==> config.mk <==
export PLATFORM = sky130hd
export DESIGN_NAME = axi_read_arbiter
export DESIGN_NICKNAME = d
export VERILOG_FILES = /design/src/logic/cache_axi_pkg.sv /design/src/logic/axi_read_arbiter.sv
export SDC_FILE = /design/constraint.sdc
export NUM_CORES = 1
export LEC_CHECK = 0
export ABC_CLOCK_PERIOD_IN_PS = 3700
export BUFFER_PORTS_ARGS = -buffer_cell sky130_fd_sc_hd__clkbuf_2
export CAP_MARGIN = 25
export CORE_AREA = 3 3 134 136
export DETAILED_ROUTE_END_ITERATION = 10
export DIE_AREA = 0 0 137 139
export GPL_ROUTABILITY_DRIVEN = 0
export GPL_TIMING_DRIVEN = 1
export PLACE_DENSITY = 0.41
export SYNTH_ARGS = -nofsm -noshare
export SYNTH_HDL_FRONTEND = slang
export SYNTH_SLANG_ARGS = --single-unit
export TNS_END_PERCENT = 30
==> constraint.sdc <==
create_clock -name clock -period 3.7 [get_ports clock]
set_input_delay 0.74 -clock clock [delete_from_list [all_inputs] [get_ports clock]]
set_output_delay 0.74 -clock clock [all_outputs]
set_load 0.02 [all_outputs]
==> src/logic/cache_axi_pkg.sv <==
package cache_axi_pkg;

    localparam int BEAT_BITS      = 64;
    localparam int BEATS_PER_LINE = 4;
    localparam int LINE_BITS      = BEAT_BITS * BEATS_PER_LINE;

    // fixed burst shape, one line per burst
    localparam logic [7:0] BURST_LEN  = 8'd3;
    localparam logic [2:0] BURST_SIZE = 3'd3;    // 8-byte beats

    localparam logic ICACHE_ID = 1'b0;
    localparam logic DCACHE_ID = 1'b1;

    typedef logic [BEAT_BITS-1:0]   beat_t;
    typedef logic [LINE_BITS-1:0]   line_t;      // beat k at bits 64k and up
    typedef logic [LINE_BITS/8-1:0] line_mask_t;
    typedef logic [31:0]            addr_t;

    typedef struct packed {
        addr_t      addr;
        logic       id;
        logic [7:0] len;
        logic [2:0] size;
    } axi_ar_t;

    typedef struct packed {
        addr_t      addr;
        logic       id;
        logic [7:0] len;
        logic [2:0] size;
    } axi_aw_t;

    typedef struct packed {
        beat_t      data;
        logic       last;
        logic [1:0] resp;
    } axi_r_t;

    typedef struct packed {
        beat_t      data;
        logic [7:0] strb;
        logic       last;
    } axi_w_t;

    typedef struct packed {
        logic       id;
        logic [1:0] resp;
    } axi_b_t;

endpackage

==> src/logic/axi_read_arbiter.sv <==
`timescale 1ns/1ps

module axi_read_arbiter (
    input  logic                   clock,
    input  logic                   reset,
    // m0, instruction bridge
    input  logic                   m0_ar_valid_i,
    output logic                   m0_ar_ready_o,
    input  cache_axi_pkg::axi_ar_t m0_ar_i,
    output logic                   m0_r_valid_o,
    input  logic                   m0_r_ready_i,
    output cache_axi_pkg::axi_r_t  m0_r_o,
    // m1, data bridge
    input  logic                   m1_ar_valid_i,
    output logic                   m1_ar_ready_o,
    input  cache_axi_pkg::axi_ar_t m1_ar_i,
    output logic                   m1_r_valid_o,
    input  logic                   m1_r_ready_i,
    output cache_axi_pkg::axi_r_t  m1_r_o,
    // slave port
    output logic                   s_ar_valid_o,
    input  logic                   s_ar_ready_i,
    output cache_axi_pkg::axi_ar_t s_ar_o,
    input  logic                   s_r_valid_i,
    output logic                   s_r_ready_o,
    input  cache_axi_pkg::axi_r_t  s_r_i
);

    logic busy_q;
    logic owner_q;     // 1 = m1
    logic prio_q;      // who wins a tie
    logic sel;
    logic ar_fire;
    logic r_last_fire;

    always_comb begin
        if (busy_q)
            sel = owner_q;
        else if (m0_ar_valid_i && m1_ar_valid_i)
            sel = prio_q;
        else
            sel = m1_ar_valid_i;
    end

    assign s_ar_valid_o  = !busy_q && (m0_ar_valid_i || m1_ar_valid_i);
    assign s_ar_o        = sel ? m1_ar_i : m0_ar_i;
    assign m0_ar_ready_o = !busy_q && !sel && s_ar_ready_i;
    assign m1_ar_ready_o = !busy_q && sel && s_ar_ready_i;
    assign ar_fire       = s_ar_valid_o && s_ar_ready_i;

    // r beats steered to the owner only
    assign m0_r_valid_o = busy_q && !owner_q && s_r_valid_i;
    assign m1_r_valid_o = busy_q && owner_q && s_r_valid_i;
    assign m0_r_o       = s_r_i;
    assign m1_r_o       = s_r_i;
    assign s_r_ready_o  = busy_q && (owner_q ? m1_r_ready_i : m0_r_ready_i);
    assign r_last_fire  = s_r_valid_i && s_r_ready_o && s_r_i.last;

    always_ff @(posedge clock or negedge reset) begin
        if (!reset) begin
            busy_q  <= 1'b0;
            owner_q <= 1'b0;
            prio_q  <= 1'b1;    // data bridge first
        end else if (ar_fire) begin
            busy_q  <= 1'b1;
            owner_q <= sel;
            prio_q  <= !sel;
        end else if (r_last_fire) begin
            busy_q  <= 1'b0;
        end
    end

endmodule

After elaboration in Yosys (flattened, before gate mapping)
Cells that the tools add are included.
{"block": "totals", "reg_bits": 3, "inputBits": 163, "output_inout_bits": 184, "wordCells": 28}
{"block": "classes", "n_mux": 6, "n_reduce_logical": 19}
{"operator": "$mux 44", "count": 1}
{"operator": "$logic_and 1x1->1", "count": 14}
{"operator": "$mux 1", "count": 5}
{"operator": "$logic_not 1->1", "count": 3}
{"operator": "$reduce_bool 2->1", "count": 1}
{"operator": "$logic_or 1x1->1", "count": 1}

Depth between registers and ports, before layout
{"block": "depth", "ltp_word": 6, "mapped_depth": 5, "depth_no_buf": 3}

Worst setup path before layout
Ideal clock, no wire load.
{"block": "synth_path", "kind": "input to output", "from": "in m0_ar_valid_i", "to": "out s_ar_o[10] (netlist name)", "arrival_time_ns": 1.650, "required_time_ns": 2.960, "setup_slack_ns": 1.310, "cell_stages": 5, "n_path_buf": 2, "cell_sequence": "nand2b_1 -> a31o_1 -> buf_6 -> buf_12 -> mux2_4"}
{"element": "from (decl)", "line": "axi_read_arbiter.sv:7", "text": "input logic m0_ar_valid_i,"}
{"element": "to (decl)", "line": "axi_read_arbiter.sv:23", "text": "output cache_axi_pkg::axi_ar_t s_ar_o,"}

==> run metrics <==
status finished clean; WL/cell 11.2 um; number of I/O port buffers 148; area post-placement 0.00188 mm2; clk sinks 3; TritonRoute pass-1 iters 4; via count 1,281; Simple-Gate Fraction of Synth Area 3.03%; Starting DRT DRC Count 26; IO Pins 347; critical path required time 2.96 ns; xor-xnor portion of the synthesized cell area 0%; cells on worst reg2reg path 3; Critical-path top delay cell mux2_4; post-layout min period 2.75 ns; Setup violations, final 0; maximum VDD drop 0.376 mV; initial antenna violation count 0; most common cell after layout, fill and taps aside clkbuf_2; crit path DAT 2.01 ns; Compound-Gate Fraction of Synth Area 2.45%; post-synth top area cell buf_4; register area share after synthesis 3.94%; CP most frequent cell clkbuf_2; Rel. slew slack 77.9%; antenna viol nets, final 0; Ys Warns 0; setup TNS 0 ns; CTS tree yes; GR Util All Layers 4.56%; Tcrit/Tclk final 74.4%; Max-cap violations 0; clk buf depth 2; cell area power density 611 mW/mm2; layout cells sized above 1 89.2%; Die X 137 um; critical path endpoint category primary output; Antenna diodes 0; Syn Area/Cell 9.32 um2; largest cells by area after synthesis buf_4, mux2_4, buf_12; cell area after synthesis 0.00194 mm2; final non-filler cell area 0.00196 mm2; crit-path cells clkbuf_2 -> nand2b_1 -> a31o_2 -> buf_12 -> mux2_4 -> clkbuf_2; largest net degree at the start of global routing 45; critical path class input port to primary output; die area 0.0190 mm2; final worst clock skew 0.000441 ns; library cells used by synthesis 21; post-CTS resize count 0; fmax 363 MHz; post-DP HPWL 4380 um; area share of fa/ha/maj cells after synthesis 0%; Post-CTS Setup Inserts 0; P&R area growth vs syn 1.23%; Vias/cell 2.87; Gate Count Post-Synth 208; Worst Hold Class input port to asynchronous set/reset pin; Worst path max stage delay 0.35 ns; final hold vios 0; vias in the first global route 1,329; Yosys reg bits 3; Pleak 0.00108 uW; H-tree depth 1; RSZ-0062 raised after global routing no; clock root cell clkbuf_16; Tightest Pin Transition 0.331 ns; Yosys top cell area share 51.9%; Total Wirelength 5000 um; Initial Utilization 11.4%; crit path launch type input port; Pins Over Slew Limit 0; CTS buffer count 3; Site Rows 48; GRT overflow 0; Max FO, Critical Path 44; Final #Nets 386; worst skew pair latency 0.22 ns; Core Area 0.0171 mm2; die span in y 139 um; Net Count, Synth 371; number of hold buffers added after CTS 0; mux share of post-synthesis cell area 33.8%; total power 1200 uW; main combinational cell family by area after synthesis buffers and inverters; Worst-path clk slew 0.03 ns; highest-count cells in the layout ignoring fill and taps clkbuf_2, mux2_4, nor2_1; first-pass GRT wire length 6810 um; number of remaining DRC errors 0
## cell type report
cell class                      count  area (um2)
Inverter                            1        3.75
Sequential cell                     3        76.3
Multi-Input combinational cell     65         762
Clock buffer                        4        78.8
Fill cell                        1981       15100
Tap cell                          225         282
Timing Repair Buffer              149         761
## logic make-up after synthesis
kind of cell,Yosys count
AND/OR/NAND/NOR,13
buffers and inverters,140
multiplexers,45
AO/OA/AOI/OAI,7
flip-flops,3
## power by group
part           switching, uW  total [uW]  leakage (uW)  internal, uW
combinational            493         961       0.00101           467
clock                   29.3         171     0.0000382           142
sequential              15.9        66.5     0.0000327          50.5
total                    539        1200       0.00108           660
## metal layers
| layer | vias up | share of wire, % | global-route usage (%) |
|---|---|---|---|
| met4 | 0 | 4.8 | 3.83 |
| met2 | 144 | 42 | 7.15 |
| met5 | - | 0 | 0 |
| met1 | 531 | 32 | 4.05 |
| met3 | 36 | 21 | 2.90 |
| li1 | 570 | - | - |
## cell usage after synthesis, drive strengths merged
master / count
o2bb2ai: 1
nand2: 4
nand2b: 1
a31oi: 1
inv: 1
mux2i: 1
and2: 1
mux2: 44
a21oi: 2
dfrtp: 2
o21ai: 1
buf: 139
nor2b: 1
a32oi: 1
nor2: 5
and3: 1
a31o: 1
dfstp: 1
## worst paths after layout
check / startpoint / slack, ns / end
setup / recovery: m0_ar_valid_i / 0.95 / s_ar_o[14]
hold / removal: reset / 0.31 / busy_q
setup reg to reg: owner_q / 2.68 / busy_q
hold reg to reg: prio_q / 0.53 / prio_q
max in group asynchronous: reset / 3.19 / prio_q
min in group clock: prio_q / 0.53 / prio_q
## critical path: cells and delay by family
kind	cells	cell delay [ns]
compound gates	1	0.19
buf+inv	3	0.56
mux	1	0.35
simple gates	1	0.12
## flip-flops by register name, indices dropped and copies added (netlist names)
name and flops:
busy_q 1, owner_q 1, prio_q 1
## per-stage QoR
stage	util, %	std cells	hold slack (ns)	worst slack (ns)
after floorplan	-	208	0.444	1.31
after global placement	11.0	443	0.530	0.974
after detailed placement	11.0	443	0.531	0.940
after CTS	11.5	447	0.312	0.939
after global routing	11.5	447	0.312	0.887
final	11.5	447	0.309	0.947
Power figures use the tool's default switching activity.
