$ cat src/logic/cache_axi_pkg.sv
package cache_axi_pkg;

    localparam int BEAT_BITS      = 64;
    localparam int BEATS_PER_LINE = 4;
    localparam int LINE_BITS      = BEAT_BITS * BEATS_PER_LINE;

    // fixed burst shape, one line per burst
    localparam logic [7:0] BURST_LEN  = 8'd3;
    localparam logic [2:0] BURST_SIZE = 3'd3;    // 8-byte beats

    localparam logic ICACHE_ID = 1'b0;
    localparam logic DCACHE_ID = 1'b1;

    typedef logic [BEAT_BITS-1:0]   beat_t;
    typedef logic [LINE_BITS-1:0]   line_t;      // beat k at bits 64k and up
    typedef logic [LINE_BITS/8-1:0] line_mask_t;
    typedef logic [31:0]            addr_t;

    typedef struct packed {
        addr_t      addr;
        logic       id;
        logic [7:0] len;
        logic [2:0] size;
    } axi_ar_t;

    typedef struct packed {
        addr_t      addr;
        logic       id;
        logic [7:0] len;
        logic [2:0] size;
    } axi_aw_t;

    typedef struct packed {
        beat_t      data;
        logic       last;
        logic [1:0] resp;
    } axi_r_t;

    typedef struct packed {
        beat_t      data;
        logic [7:0] strb;
        logic       last;
    } axi_w_t;

    typedef struct packed {
        logic       id;
        logic [1:0] resp;
    } axi_b_t;

endpackage

$ cat src/logic/icache_axi_bridge.sv
`timescale 1ns/1ps

module icache_axi_bridge (
    input  logic                   clock,
    input  logic                   reset,
    input  logic                   fetch_valid_i,
    output logic                   fetch_ready_o,
    input  cache_axi_pkg::addr_t   fetch_addr_i,
    output logic                   line_valid_o,
    output cache_axi_pkg::line_t   line_o,
    output logic                   ar_valid_o,
    input  logic                   ar_ready_i,
    output cache_axi_pkg::axi_ar_t ar_o,
    input  logic                   r_valid_i,
    output logic                   r_ready_o,
    input  cache_axi_pkg::axi_r_t  r_i
);

    typedef enum logic [1:0] {
        f_idle,
        f_addr_wait,
        f_data_wait,
        f_line_out
    } fetch_state_t;

    fetch_state_t state_q;
    cache_axi_pkg::addr_t addr_q;
    cache_axi_pkg::line_t line_q;

    always_ff @(posedge clock or negedge reset) begin
        if (!reset) begin
            state_q <= f_idle;
        end else begin
            case (state_q)
                f_idle:      if (fetch_valid_i) state_q <= f_addr_wait;
                f_addr_wait: if (ar_ready_i) state_q <= f_data_wait;
                f_data_wait: if (r_valid_i && r_i.last) state_q <= f_line_out;
                f_line_out:  state_q <= f_idle;    // one cycle of line_valid
                default:     state_q <= f_idle;
            endcase
        end
    end

    always_ff @(posedge clock) begin
        if (fetch_valid_i && fetch_ready_o)
            addr_q <= {fetch_addr_i[31:5], 5'b0};
        // shift in from the top so beat 0 ends in the low bits
        if (r_valid_i && state_q == f_data_wait)
            line_q <= {r_i.data, line_q[cache_axi_pkg::LINE_BITS-1:cache_axi_pkg::BEAT_BITS]};
    end

    assign fetch_ready_o = (state_q == f_idle);
    assign ar_valid_o    = (state_q == f_addr_wait);
    assign ar_o          = '{addr: addr_q, id: cache_axi_pkg::ICACHE_ID,
                             len: cache_axi_pkg::BURST_LEN,
                             size: cache_axi_pkg::BURST_SIZE};
    assign r_ready_o     = 1'b1;
    assign line_valid_o  = (state_q == f_line_out);
    assign line_o        = line_q;

endmodule

$ cat config.mk
export PLATFORM = sky130hd
export DESIGN_NAME = icache_axi_bridge
export DESIGN_NICKNAME = d
export VERILOG_FILES = /design/src/logic/cache_axi_pkg.sv /design/src/logic/icache_axi_bridge.sv
export SDC_FILE = /design/constraint.sdc
export NUM_CORES = 1
export LEC_CHECK = 0
export ABC_AREA = 1
export BUFFER_PORTS_ARGS = -buffer_cell sky130_fd_sc_hd__buf_4
export CAP_MARGIN = 20
export CELL_PAD_IN_SITES_DETAIL_PLACEMENT = 2
export CELL_PAD_IN_SITES_GLOBAL_PLACEMENT = 2
export CORE_MARGIN = 4
export CORE_UTILIZATION = 35
export DETAILED_ROUTE_END_ITERATION = 10
export HOLD_SLACK_MARGIN = 0.12
export PLACE_DENSITY = 0.86
export SLEW_MARGIN = 10
export SYNTH_ARGS = -nofsm -noshare
export SYNTH_HDL_FRONTEND = slang
export SYNTH_SLANG_ARGS = --single-unit
$ cat constraint.sdc
create_clock -name clock -period 16.7 [get_ports clock]
set_input_delay 4.175 -clock clock [delete_from_list [all_inputs] [get_ports clock]]
set_output_delay 4.175 -clock clock [all_outputs]
set_load 0.005 [all_outputs]
; ---- Word-level counts from Yosys, hierarchy flattened
; Index checks and enable logic that the tools add are counted.
; W data, S select, Z words.
[op_classes]
muxes = 4
n_reduce_logical = 5
shift = 0
n_eq_ne = 6
add_sub_neg = 0
n_bitwise = 0
div_mod_pow = 0
n_lt_le_gt_ge = 0
multipliers = 0
[op_table]
columns = op, n
row1 = $pmux W2 S4, 1
row2 = $mux W2, 3
row3 = $eq A2 B2 Y1 const B, 2
row4 = $ne A2 B2 Y1 const B, 2
row5 = $logic_and A1 B1 Y1, 3
row6 = $reduce_and A3 Y1, 1
row7 = $eq A2 B1 Y1 const B, 1
row8 = $logic_not A2 Y1, 1
row9 = $ne A2 B1 Y1 const B, 1
[word_totals]
mem_bits_ro = 0
n_memories = 0
reg_bits = 285
latch_bits = 0
ram_bits = 0
output_inout_bits = 304

; ---- Depth between registers and ports, before layout
; Gate-level depths: netlist of run 1.
[depth]
ltp_word = 3
ltp_mapped = 6
depth_no_buf = 6

; ---- Least setup slack after synthesis of run 1
; No wires, ideal clock.
[synth_timing]
path_kind = in2reg
from = in r_valid_i
to = reg line_q[0], in the netlist line_o[0] (enable)
path_stages = 2
setup_slack_ns = 6.957
t_arrival_ns = 9.136
n_path_buf = 0
setup_time_ns = 0.607
required_ns = 16.093
cell_sequence = nand2_1 -> inv_1
[synth_between]
elab_chain_cells = 1
[synth_rtl]
columns = element, line
row1 = "start, declared", icache_axi_bridge.sv:14  ; input logic r_valid_i,
row2 = $logic_and A1 B1 Y1, icache_axi_bridge.sv:48  ; if (r_valid_i && state_q == f_data_wait)
row3 = "end signal, assigned", icache_axi_bridge.sv:49  ; line_q <= {r_i.data, line_q[cache_axi_pkg::LINE_BITS-1:cache_axi_pkg::BEAT_BITS]};
row4 = "end, declared", icache_axi_bridge.sv:28  ; cache_axi_pkg::line_t line_q;
; No other way between the ends.
; A chain may end at the register's enable or synchronous reset.

; ---- Worst setup path after layout of run 1
[layout_timing]
from = reg state_q[0]
to = out fetch_ready_o
[layout_between]
elab_chain_cells = 1
[layout_rtl]
columns = element, line
row1 = "start, declared", icache_axi_bridge.sv:26  ; fetch_state_t state_q;
row2 = "start signal, assigned", icache_axi_bridge.sv:32  ; state_q <= f_idle;
row3 = "start signal, assigned", icache_axi_bridge.sv:35  ; f_idle: if (fetch_valid_i) state_q <= f_addr_wait;
row4 = "start signal, assigned", icache_axi_bridge.sv:36  ; f_addr_wait: if (ar_ready_i) state_q <= f_data_wait;
row5 = $logic_not A2 Y1, icache_axi_bridge.sv:52  ; assign fetch_ready_o = (state_q == f_idle);
row6 = "end, declared", icache_axi_bridge.sv:7  ; output logic fetch_ready_o,
; No other way between the ends.

==> results of run 1 <==
==> cells by family after synthesis <==
group / after synthesis / synth area share
simple gates: 14 / 0.00805
flops: 285 / 0.965
other cells: 2 / 0.000848
fa+ha+maj: 5 / 0.00707
buf+inv: 26 / 0.0187
==> layout by cell type, fill, tap and decap left out, drive strengths merged, types with 2 or more instances in the layout <==
cell type,count
buf,386
clkbuf,41
clkinv,12
conb,18
dfrtp,2
edfxtp,283
ha,5
inv,9
nand2,11
nand4,2
==> layout make-up <==
class	instances	area, µm²
diodes	1	2.50
clock buffers	41	813
clock inverters	13	58.8
fillers	2190	11600
inverters	8	37.5
multi-input cells	37	201
flip-flops and latches	285	8550
well taps	324	405
repair buffers	386	2930
==> layer usage <==
| layer | vias to the layer above | track usage |
|---|---|---|
| li1 | 2108 | - |
| met1 | 2480 | 0.209 |
| met2 | 288 | 0.425 |
| met3 | 42 | 0.0692 |
| met4 | 0 | 0.0480 |
| met5 | - | 0 |
==> state kept, by name, indices dropped and copies added, names as in the netlist <==
name,cells
state_q,2
addr_q,27
line_o,256
==> power by group through the flow <==
stage / Sequential [mW] / Combinational [mW] / Clock [mW]
floorplan: 1.05 / 0.0722 / 0
global placement: 1.02 / 0.301 / 0
detailed placement: 1.05 / 0.315 / 0
CTS: 1.04 / 0.319 / 0.628
global route: 1.04 / 0.342 / 0.665
finish: 1.03 / 0.318 / 0.609
==> worst min-delay path by stage <==
| stage | slack, ps | to | start |
|---|---|---|---|
| after floorplan | 450 | line_o[0] | line_o[64] |
| after global placement | 430 | line_o[104] | line_o[168] |
| after detailed placement | 440 | line_o[191] | line_o[255] |
| after CTS | 450 | line_o[191] | line_o[255] |
| after global routing | 460 | line_o[164] | line_o[228] |
| final | 430 | line_o[160] | line_o[224] |
==> through the flow <==
stage	utilization	worst slack (ps)
6_report	0.528	11050
5_1_grt	0.528	10950
4_1_cts	0.526	10930
3_5_place_dp	0.491	10370
3_3_place_gp	0.491	10450
2_1_floorplan	-	6960
==> results.toml, run 1 <==
[global_route]
grt_pass1_vias = 5523
grt_usage = 0.212
grt_antenna_before_repair = 1
grt_max_degree = 89
grt_pass1_wl_mm = 42.9
grt-ovfl-total = 0

[synthesis]
ys_seq_area_frac = 0.965
syn_avg_cell_area_um2 = 26.7
syn-instance-count = 332
ys_seq_elements = 285
synth.top_cells.by_area = "edfxtp_1, buf_4, ha_1"
synth.largest_area_cell = "edfxtp_1"
synth_edf_count = 283
synth.most_common_cell = "edfxtp_1"
syn-cell-area_mm2 = 0.00885
yosysWarningCount = 0
yosysUniqueCellTypes = 10
synth_ff_type = "edfxtp_1"
synth.top_cells.by_count = "edfxtp_1, buf_4, inv_1, nand2_1, ha_1"
synth_top_area_frac = 0.960
async_reset_ff_frac = 0.00702

[power]
power.total_mw = 1.96
ir_drop_mv = 0.0976
power_frac_clock = 0.311
power_frac_comb = 0.162
power_density_mw_per_mm2 = 151
p_switching_mw = 0.514
p_leak_nw = 5.09
power.share.switching = 0.262
seq_power_share = 0.527
intPower_mw = 1.44

[floorplan]
chipWidth_um = 167
start_util = 0.360
dieArea_mm2 = 0.0279
die_y_um = 167
rows = 57
io_pins = 408
core_mm2 = 0.0246

[route]
top_layer_used = "met4"
viasPerCell = 4.49
first_pass_iters = 4
wl_met3_mm = 2.70
routed_wl_mm = 30.9
drc = 0
vias = 4918
wl_per_cell_um = 28.3
met1_length_mm = 9.83
drt-initial-drc-count = 274
dr_wl_met2_mm = 17.8
ant_nets = 0

[setup_path]
critPathSlowestCell = "dfrtp_1"
worstPathArrival_ps = 1470
cp_max_fo = 4
r2r_cells = 6
reg2reg_from = "state_q[0]"
critPathCaptureType = "output pin"
crit_end = "fetch_ready_o"
cp_slowest_stage_delay_ps = 420
r2r-end = "line_o[111]"
critical_path_required_ps = 12520
crit_family = "flip-flops"
start_kind = "register"
path_depth = 3
r2r_setup_slack_ps = 13970
critPathLaunch = "state_q[0]"
cp_num_buf_inv = 2
cp_cell_sequence = "inv_1 > ha_1 > buf_4"
criticalPathCategory = "reg2out"

[clock_tree]
cts_inserted_buffers = 31
tritoncts = "done"
clkLatencyLatePin_ps = 560
cts.sinks = 285
cts_resized = 0
clkTransAtPathRegs_ps = 60
clock-root-buffer = "clkbuf_16"
h-tree-depth = 1
cts_buffer_depth = 3
cts_setup_buffers = 0
hold_buffers = 0

[cells_and_area]
area_growth_pct = 46.8
nets = 858
drive_above_1_share = 0.551
postLayoutCellArea_mm2 = 0.0130
final_cells = 1095

[timing]
slew_headroom = 0.324
fmax_mhz = 177
tightestPinTransition_ps = 1010
finalHoldViolCount = 0
finalCritPeriodShare = 0.338
hold_slack_ps = 434
skew_ps = 30.9
rsz0062_at_grt = "false"
finalSetupTns_ps = 0
finalCriticalPeriod_ps = 5650
slew_violations = 0
setup_viol = 0

[worst_hold_path]
hold_depth = 0
hp-class = "reg2reg"

[placed_design]
dp_hpwl_mm = 22.5
placed_area_mm2 = 0.0121
port_buffers = 382
gp_congestion = 0.768
placedCellCount = 1038

[run_status]
outcome = "finished clean"

[run]
drv_cap = 0
Power figures use the tool's default switching activity.
==> run 2: changes to the inputs <==
--- a/config.mk
+++ b/config.mk
@@ -11,10 +11,10 @@
 export CELL_PAD_IN_SITES_DETAIL_PLACEMENT = 2
 export CELL_PAD_IN_SITES_GLOBAL_PLACEMENT = 2
 export CORE_MARGIN = 4
-export CORE_UTILIZATION = 35
+export CORE_UTILIZATION = 32
 export DETAILED_ROUTE_END_ITERATION = 10
 export HOLD_SLACK_MARGIN = 0.12
-export PLACE_DENSITY = 0.86
+export PLACE_DENSITY = 0.8
 export SLEW_MARGIN = 10
 export SYNTH_ARGS = -nofsm -noshare
 export SYNTH_HDL_FRONTEND = slang
==> constraint.sdc (replaced) <==
create_clock -name clock -period 5.32 [get_ports clock]
set_input_delay 1.33 -clock clock [delete_from_list [all_inputs] [get_ports clock]]
set_output_delay 1.33 -clock clock [all_outputs]
set_load 0.005 [all_outputs]
==> run 2 against run 1 <==
  * Final area increased by 1.0%
  * Largest power group unchanged
  * Register-to-register slack worse by 11000 ps
  * Die area rose by 8.9%
  * Sequential power rose to 3.1 times the previous value
  * Total power rose to 3.1 times the previous value
  * Critical path type unchanged
==> results.toml, run 2 (same netlist as run 1, synthesis figures left out) <==
[worst_hold_path]
hold_depth = 0
min_from = "line_o[250]"
hp-class = "reg2reg"

[cells_and_area]
final_cell_mix = "buf_4, edfxtp_1, clkbuf_16"
area_growth_pct = 48.3
layout_commonest_cell = "buf_4"
final_cells = 1141
postLayoutCellArea_mm2 = 0.0131
seq_area_mm2 = 0.00855
multiInputGateArea_um2 = 218
largest_register_ffs = 256
final_util = 0.485
drive_above_1_share = 0.560
n_fill_cell = 2450
nets = 858
antenna_cells = 0

[global_route]
grt_antenna_before_repair = 1
grt_pass1_wl_mm = 37.8
grt_max_degree = 97
grt_pass1_vias = 5390
grt_usage = 0.165
grt-ovfl-total = 0

[power]
ir_drop_mv = 0.267
power_density_mw_per_mm2 = 469
p_leak_nw = 5.11
power.total_mw = 6.16

[timing]
skew_ps = 12.6
fmax_mhz = 357
finalCritPeriodShare = 0.526
finalHoldViolCount = 0
finalCriticalPeriod_ps = 2800
hold_slack_ps = 447
setup_viol = 0
slew_violations = 0
finalSetupTns_ps = 0
fin_ws_ps = 2520
rsz0062_at_grt = "false"
tightestPinTransition_ps = 934
slew_headroom = 0.376

[setup_path]
critPathLaunch = "state_q[1]"
r2r_cells = 5
critical_path_required_ps = 3990
cp_cell_sequence = "inv_1 > ha_1 > buf_4"
crit_family = "flip-flops"
start_kind = "register"
cp_slowest_stage_delay_ps = 430
critPathSlowestCell = "dfrtp_1"
criticalPathCategory = "reg2out"
cp_num_buf_inv = 2
reg2reg_from = "state_q[0]"
critPathCaptureType = "output pin"
cp_max_fo = 4
path_depth = 3
worstPathArrival_ps = 1470

[floorplan]
die_y_um = 174
io_pins = 408
dieArea_mm2 = 0.0304
rows = 60
core_mm2 = 0.0271
chipWidth_um = 174
start_util = 0.327

[route]
wl_per_cell_um = 23.3
first_pass_iters = 4
vias = 4787
viasPerCell = 4.20
drt-initial-drc-count = 266
routed_wl_mm = 26.6
ant_nets = 0
drc = 0

[clock_tree]
cts.sinks = 285
tritoncts = "done"
cts_setup_buffers = 0
clkTransAtPathRegs_ps = 60
hold_buffers = 0
clkLatencyLatePin_ps = 530
cts_inserted_buffers = 31
clock-root-buffer = "clkbuf_16"
cts_resized = 0
h-tree-depth = 1
cts_buffer_depth = 3

[placed_design]
placedCellCount = 1087
dp_hpwl_mm = 20.3
gp_congestion = 0.714
placed_area_mm2 = 0.0122
port_buffers = 382
preCtsSetupSlack_ps = 2060

[run]
drv_cap = 0

[run_status]
outcome = "finished clean"
-- run 2: cell count changes in the layout (fill, tap and decap cells not counted), moves of 2 or more --
cell / delta
clkinv_1: -4
clkinv_2: +4
clkbuf_1: -3
clkinvlp_4: +3
bufinv_16: +2
-- run 2: layer usage --
layer  up-vias  global-route usage  routed length [µm]
met3        32              0.0705                2850
met5         -                   0                  14
met2       265               0.330               15100
met4         2              0.0313                 459
met1      2382               0.156                8160
li1       2106                   -                   -
-- run 2: layout make-up --
| type | count | share of cell area |
|---|---|---|
| clock buffers | 38 | 0.0611 |
| clock inverters | 15 | 0.00924 |
| inverters | 8 | 0.00257 |
| multi-input cells | 37 | 0.0166 |
| flip-flops and latches | 285 | 0.651 |
| well taps | 372 | 0.0354 |
| repair buffers | 386 | 0.224 |
-- run 2: path summary, 6_finish.rpt --
| path | end | slack [ps] |
|---|---|---|
| hold reg to reg | line_o[186] | 450 |
| setup / recovery | fetch_ready_o | 2520 |
| min in group asynchronous | state_q[1] | 570 |
| hold / removal | line_o[186] | 450 |
| max in group asynchronous | state_q[0] | 4660 |
| setup reg to reg | line_o[22] | 2680 |
-- run 2: worst register-to-register path: cells and delay by family (launching register included) --
family        cells  cell delay (ps)
flops             1              410
buf+inv           3             1400
simple gates      1              110
fa+ha+maj         1              320
-- run 2: power breakdown --
group          switching, mW  internal, mW  total, mW
Clock                  0.819          1.15       1.97
Combinational          0.521         0.481       1.00
Sequential             0.191          3.00       3.19
==> run 3: changes to the inputs <==
--- a/config.mk
+++ b/config.mk
@@ -11,10 +11,10 @@
 export CELL_PAD_IN_SITES_DETAIL_PLACEMENT = 2
 export CELL_PAD_IN_SITES_GLOBAL_PLACEMENT = 2
 export CORE_MARGIN = 4
-export CORE_UTILIZATION = 32
+export CORE_UTILIZATION = 29
 export DETAILED_ROUTE_END_ITERATION = 10
 export HOLD_SLACK_MARGIN = 0.12
-export PLACE_DENSITY = 0.8
+export PLACE_DENSITY = 0.77
 export SLEW_MARGIN = 10
 export SYNTH_ARGS = -nofsm -noshare
 export SYNTH_HDL_FRONTEND = slang
==> constraint.sdc (replaced) <==
create_clock -name clock -period 2.5 [get_ports clock]
set_input_delay 0.625 -clock clock [delete_from_list [all_inputs] [get_ports clock]]
set_output_delay 0.625 -clock clock [all_outputs]
set_load 0.005 [all_outputs]
==> run 3 against run 2 <==
  * Sequential share of layout area down 1.1 points
  * Total power up 120%
  * Final area up 1.6%
  * Global-route usage down 1.0 points
  * Routed wire length up 2.9%
  * Clock skew down 2.0 ps
  * Setup slack worse by 2100 ps
  * Non-clock buffer count up 10
  * Final cell count up 2.8%
  * Count of clock-buffer cells in the layout up 3
  * Largest cell class unchanged
  * Largest power group unchanged
==> results.toml, run 3 (same netlist as run 1, synthesis figures left out) <==
[floorplan]
dieArea_mm2 = 0.0334
start_util = 0.296
io_pins = 408
rows = 63
chipWidth_um = 183
core_mm2 = 0.0299
die_y_um = 183

[setup_path]
crit_family = "flip-flops"
cp_num_buf_inv = 2
critPathSlowestCell = "dfrtp_1"
start_kind = "register"
cp_max_fo = 4
criticalPathCategory = "reg2out"
r2r-end = "line_o[17]"
r2r_cells = 6
reg2reg_from = "state_q[0]"
critPathCaptureType = "output pin"
r2r_setup_slack_ps = 620
cp_slowest_stage_delay_ps = 440
critical_path_required_ps = 1880
critPathLaunch = "state_q[0]"
worstPathArrival_ps = 1500
cp_cell_sequence = "inv_2 > ha_1 > buf_4"

[cells_and_area]
drive_above_1_share = 0.568
layout_commonest_cell = "buf_4"
antenna_cells = 0
area_growth_pct = 50.7
largest_register_ffs = 256
postLayoutCellArea_mm2 = 0.0133
nets = 868
final_cell_mix = "buf_4, edfxtp_1, clkbuf_16"

[route]
ant_nets = 0
drt-initial-drc-count = 284
wl_per_cell_um = 23.3
routed_wl_mm = 27.4
first_pass_iters = 4
viasPerCell = 4.15
drc = 0
vias = 4866

[timing]
fin_ws_ps = 376
finalCritPeriodShare = 0.850
skew_ps = 10.6
slew_violations = 0
finalHoldViolCount = 0
finalCriticalPeriod_ps = 2120
setup_viol = 0
finalSetupTns_ps = 0
hold_slack_ps = 241
rsz0062_at_grt = "false"
fmax_mhz = 471

[run]
drv_cap = 0

[placed_design]
preCtsSetupSlack_ps = 562
port_buffers = 382
dp_hpwl_mm = 21.6
placed_area_mm2 = 0.0124
gp_congestion = 0.750

[global_route]
grt_antenna_before_repair = 1
grt_pass1_vias = 5481
grt-ovfl-total = 0
grt_usage = 0.155
grt_max_degree = 68
grt_pass1_wl_mm = 38.3

[clock_tree]
cts.sinks = 285
cts_buffer_depth = 3
h-tree-depth = 1
clkLatencyLatePin_ps = 550
cts_inserted_buffers = 31
clkTransAtPathRegs_ps = 60
clock-root-buffer = "clkbuf_16"
tritoncts = "done"

[power]
power.total_mw = 13.4
power_density_mw_per_mm2 = 1010
p_leak_nw = 5.20
ir_drop_mv = 0.482

[worst_hold_path]
hp-class = "in2reg"
hold_depth = 1
min_from = "r_i[19]"
holdPathEnd = "line_o[208]"

[run_status]
outcome = "finished clean"
## run 3: cell count changes in the layout (fill, tap and decap cells not counted), moves of 2 or more
cell,before,now
buf_12,2,7
buf_4,383,388
clkbuf_1,7,10
clkinv_1,7,5
## run 3: report_power, final
group	switching, mW	leakage [nW]	internal (mW)
combinational	1.12	2.10	1.11
sequential	0.431	2.62	6.37
clock	1.81	0.478	2.60
## run 3: worst max path at each step
| stage | to | slack (ps) | cells past startpoint |
|---|---|---|---|
| global route | fetch_ready_o | 270 | 3 |
| floorplan | line_o[0] | -2390 | 4 |
| finish | fetch_ready_o | 380 | 3 |
| CTS | fetch_ready_o | 330 | 3 |
| detailed placement | line_o[17] | 560 | 5 |
| global placement | line_o[17] | 570 | 5 |
## run 3: metal layers
layer  wire length [µm]  GRT usage
met5                  0          0
met4                683     0.0411
met3               2710     0.0577
met2              14600      0.295
met1               9350      0.160
## run 3: what timing repair did
action	in CTS	in global routing
buffers inserted	0	0
hold buffers	1	0
resized for setup	0	0
endpoints found under the hold margin	2	0
setup endpoints to repair	0	0
## run 3: area by class of cell
type / count / area (µm²)
timing repair buffer: 396 / 3060
multi-input combinational: 37 / 230
fill: 2827 / 16500
tap: 390 / 488
clock inverter: 16 / 170
inverter: 8 / 33.8
sequential: 285 / 8550
clock buffer: 41 / 813
## run 3: per-stage QoR
step                      std cells  utilization
after floorplan                 348            -
after global placement         1115        0.413
after CTS                      1173        0.447
final                          1173        0.447
after global routing           1173        0.447
after detailed placement       1115        0.413
## run 3: worst reg2reg max path, cell delays in order, from the launching register on
cell	delay, ps
dfrtp_1	440
inv_2	130
ha_4	190
nand2_8	50
clkinvlp_4	250
buf_12	260
buf_12	250
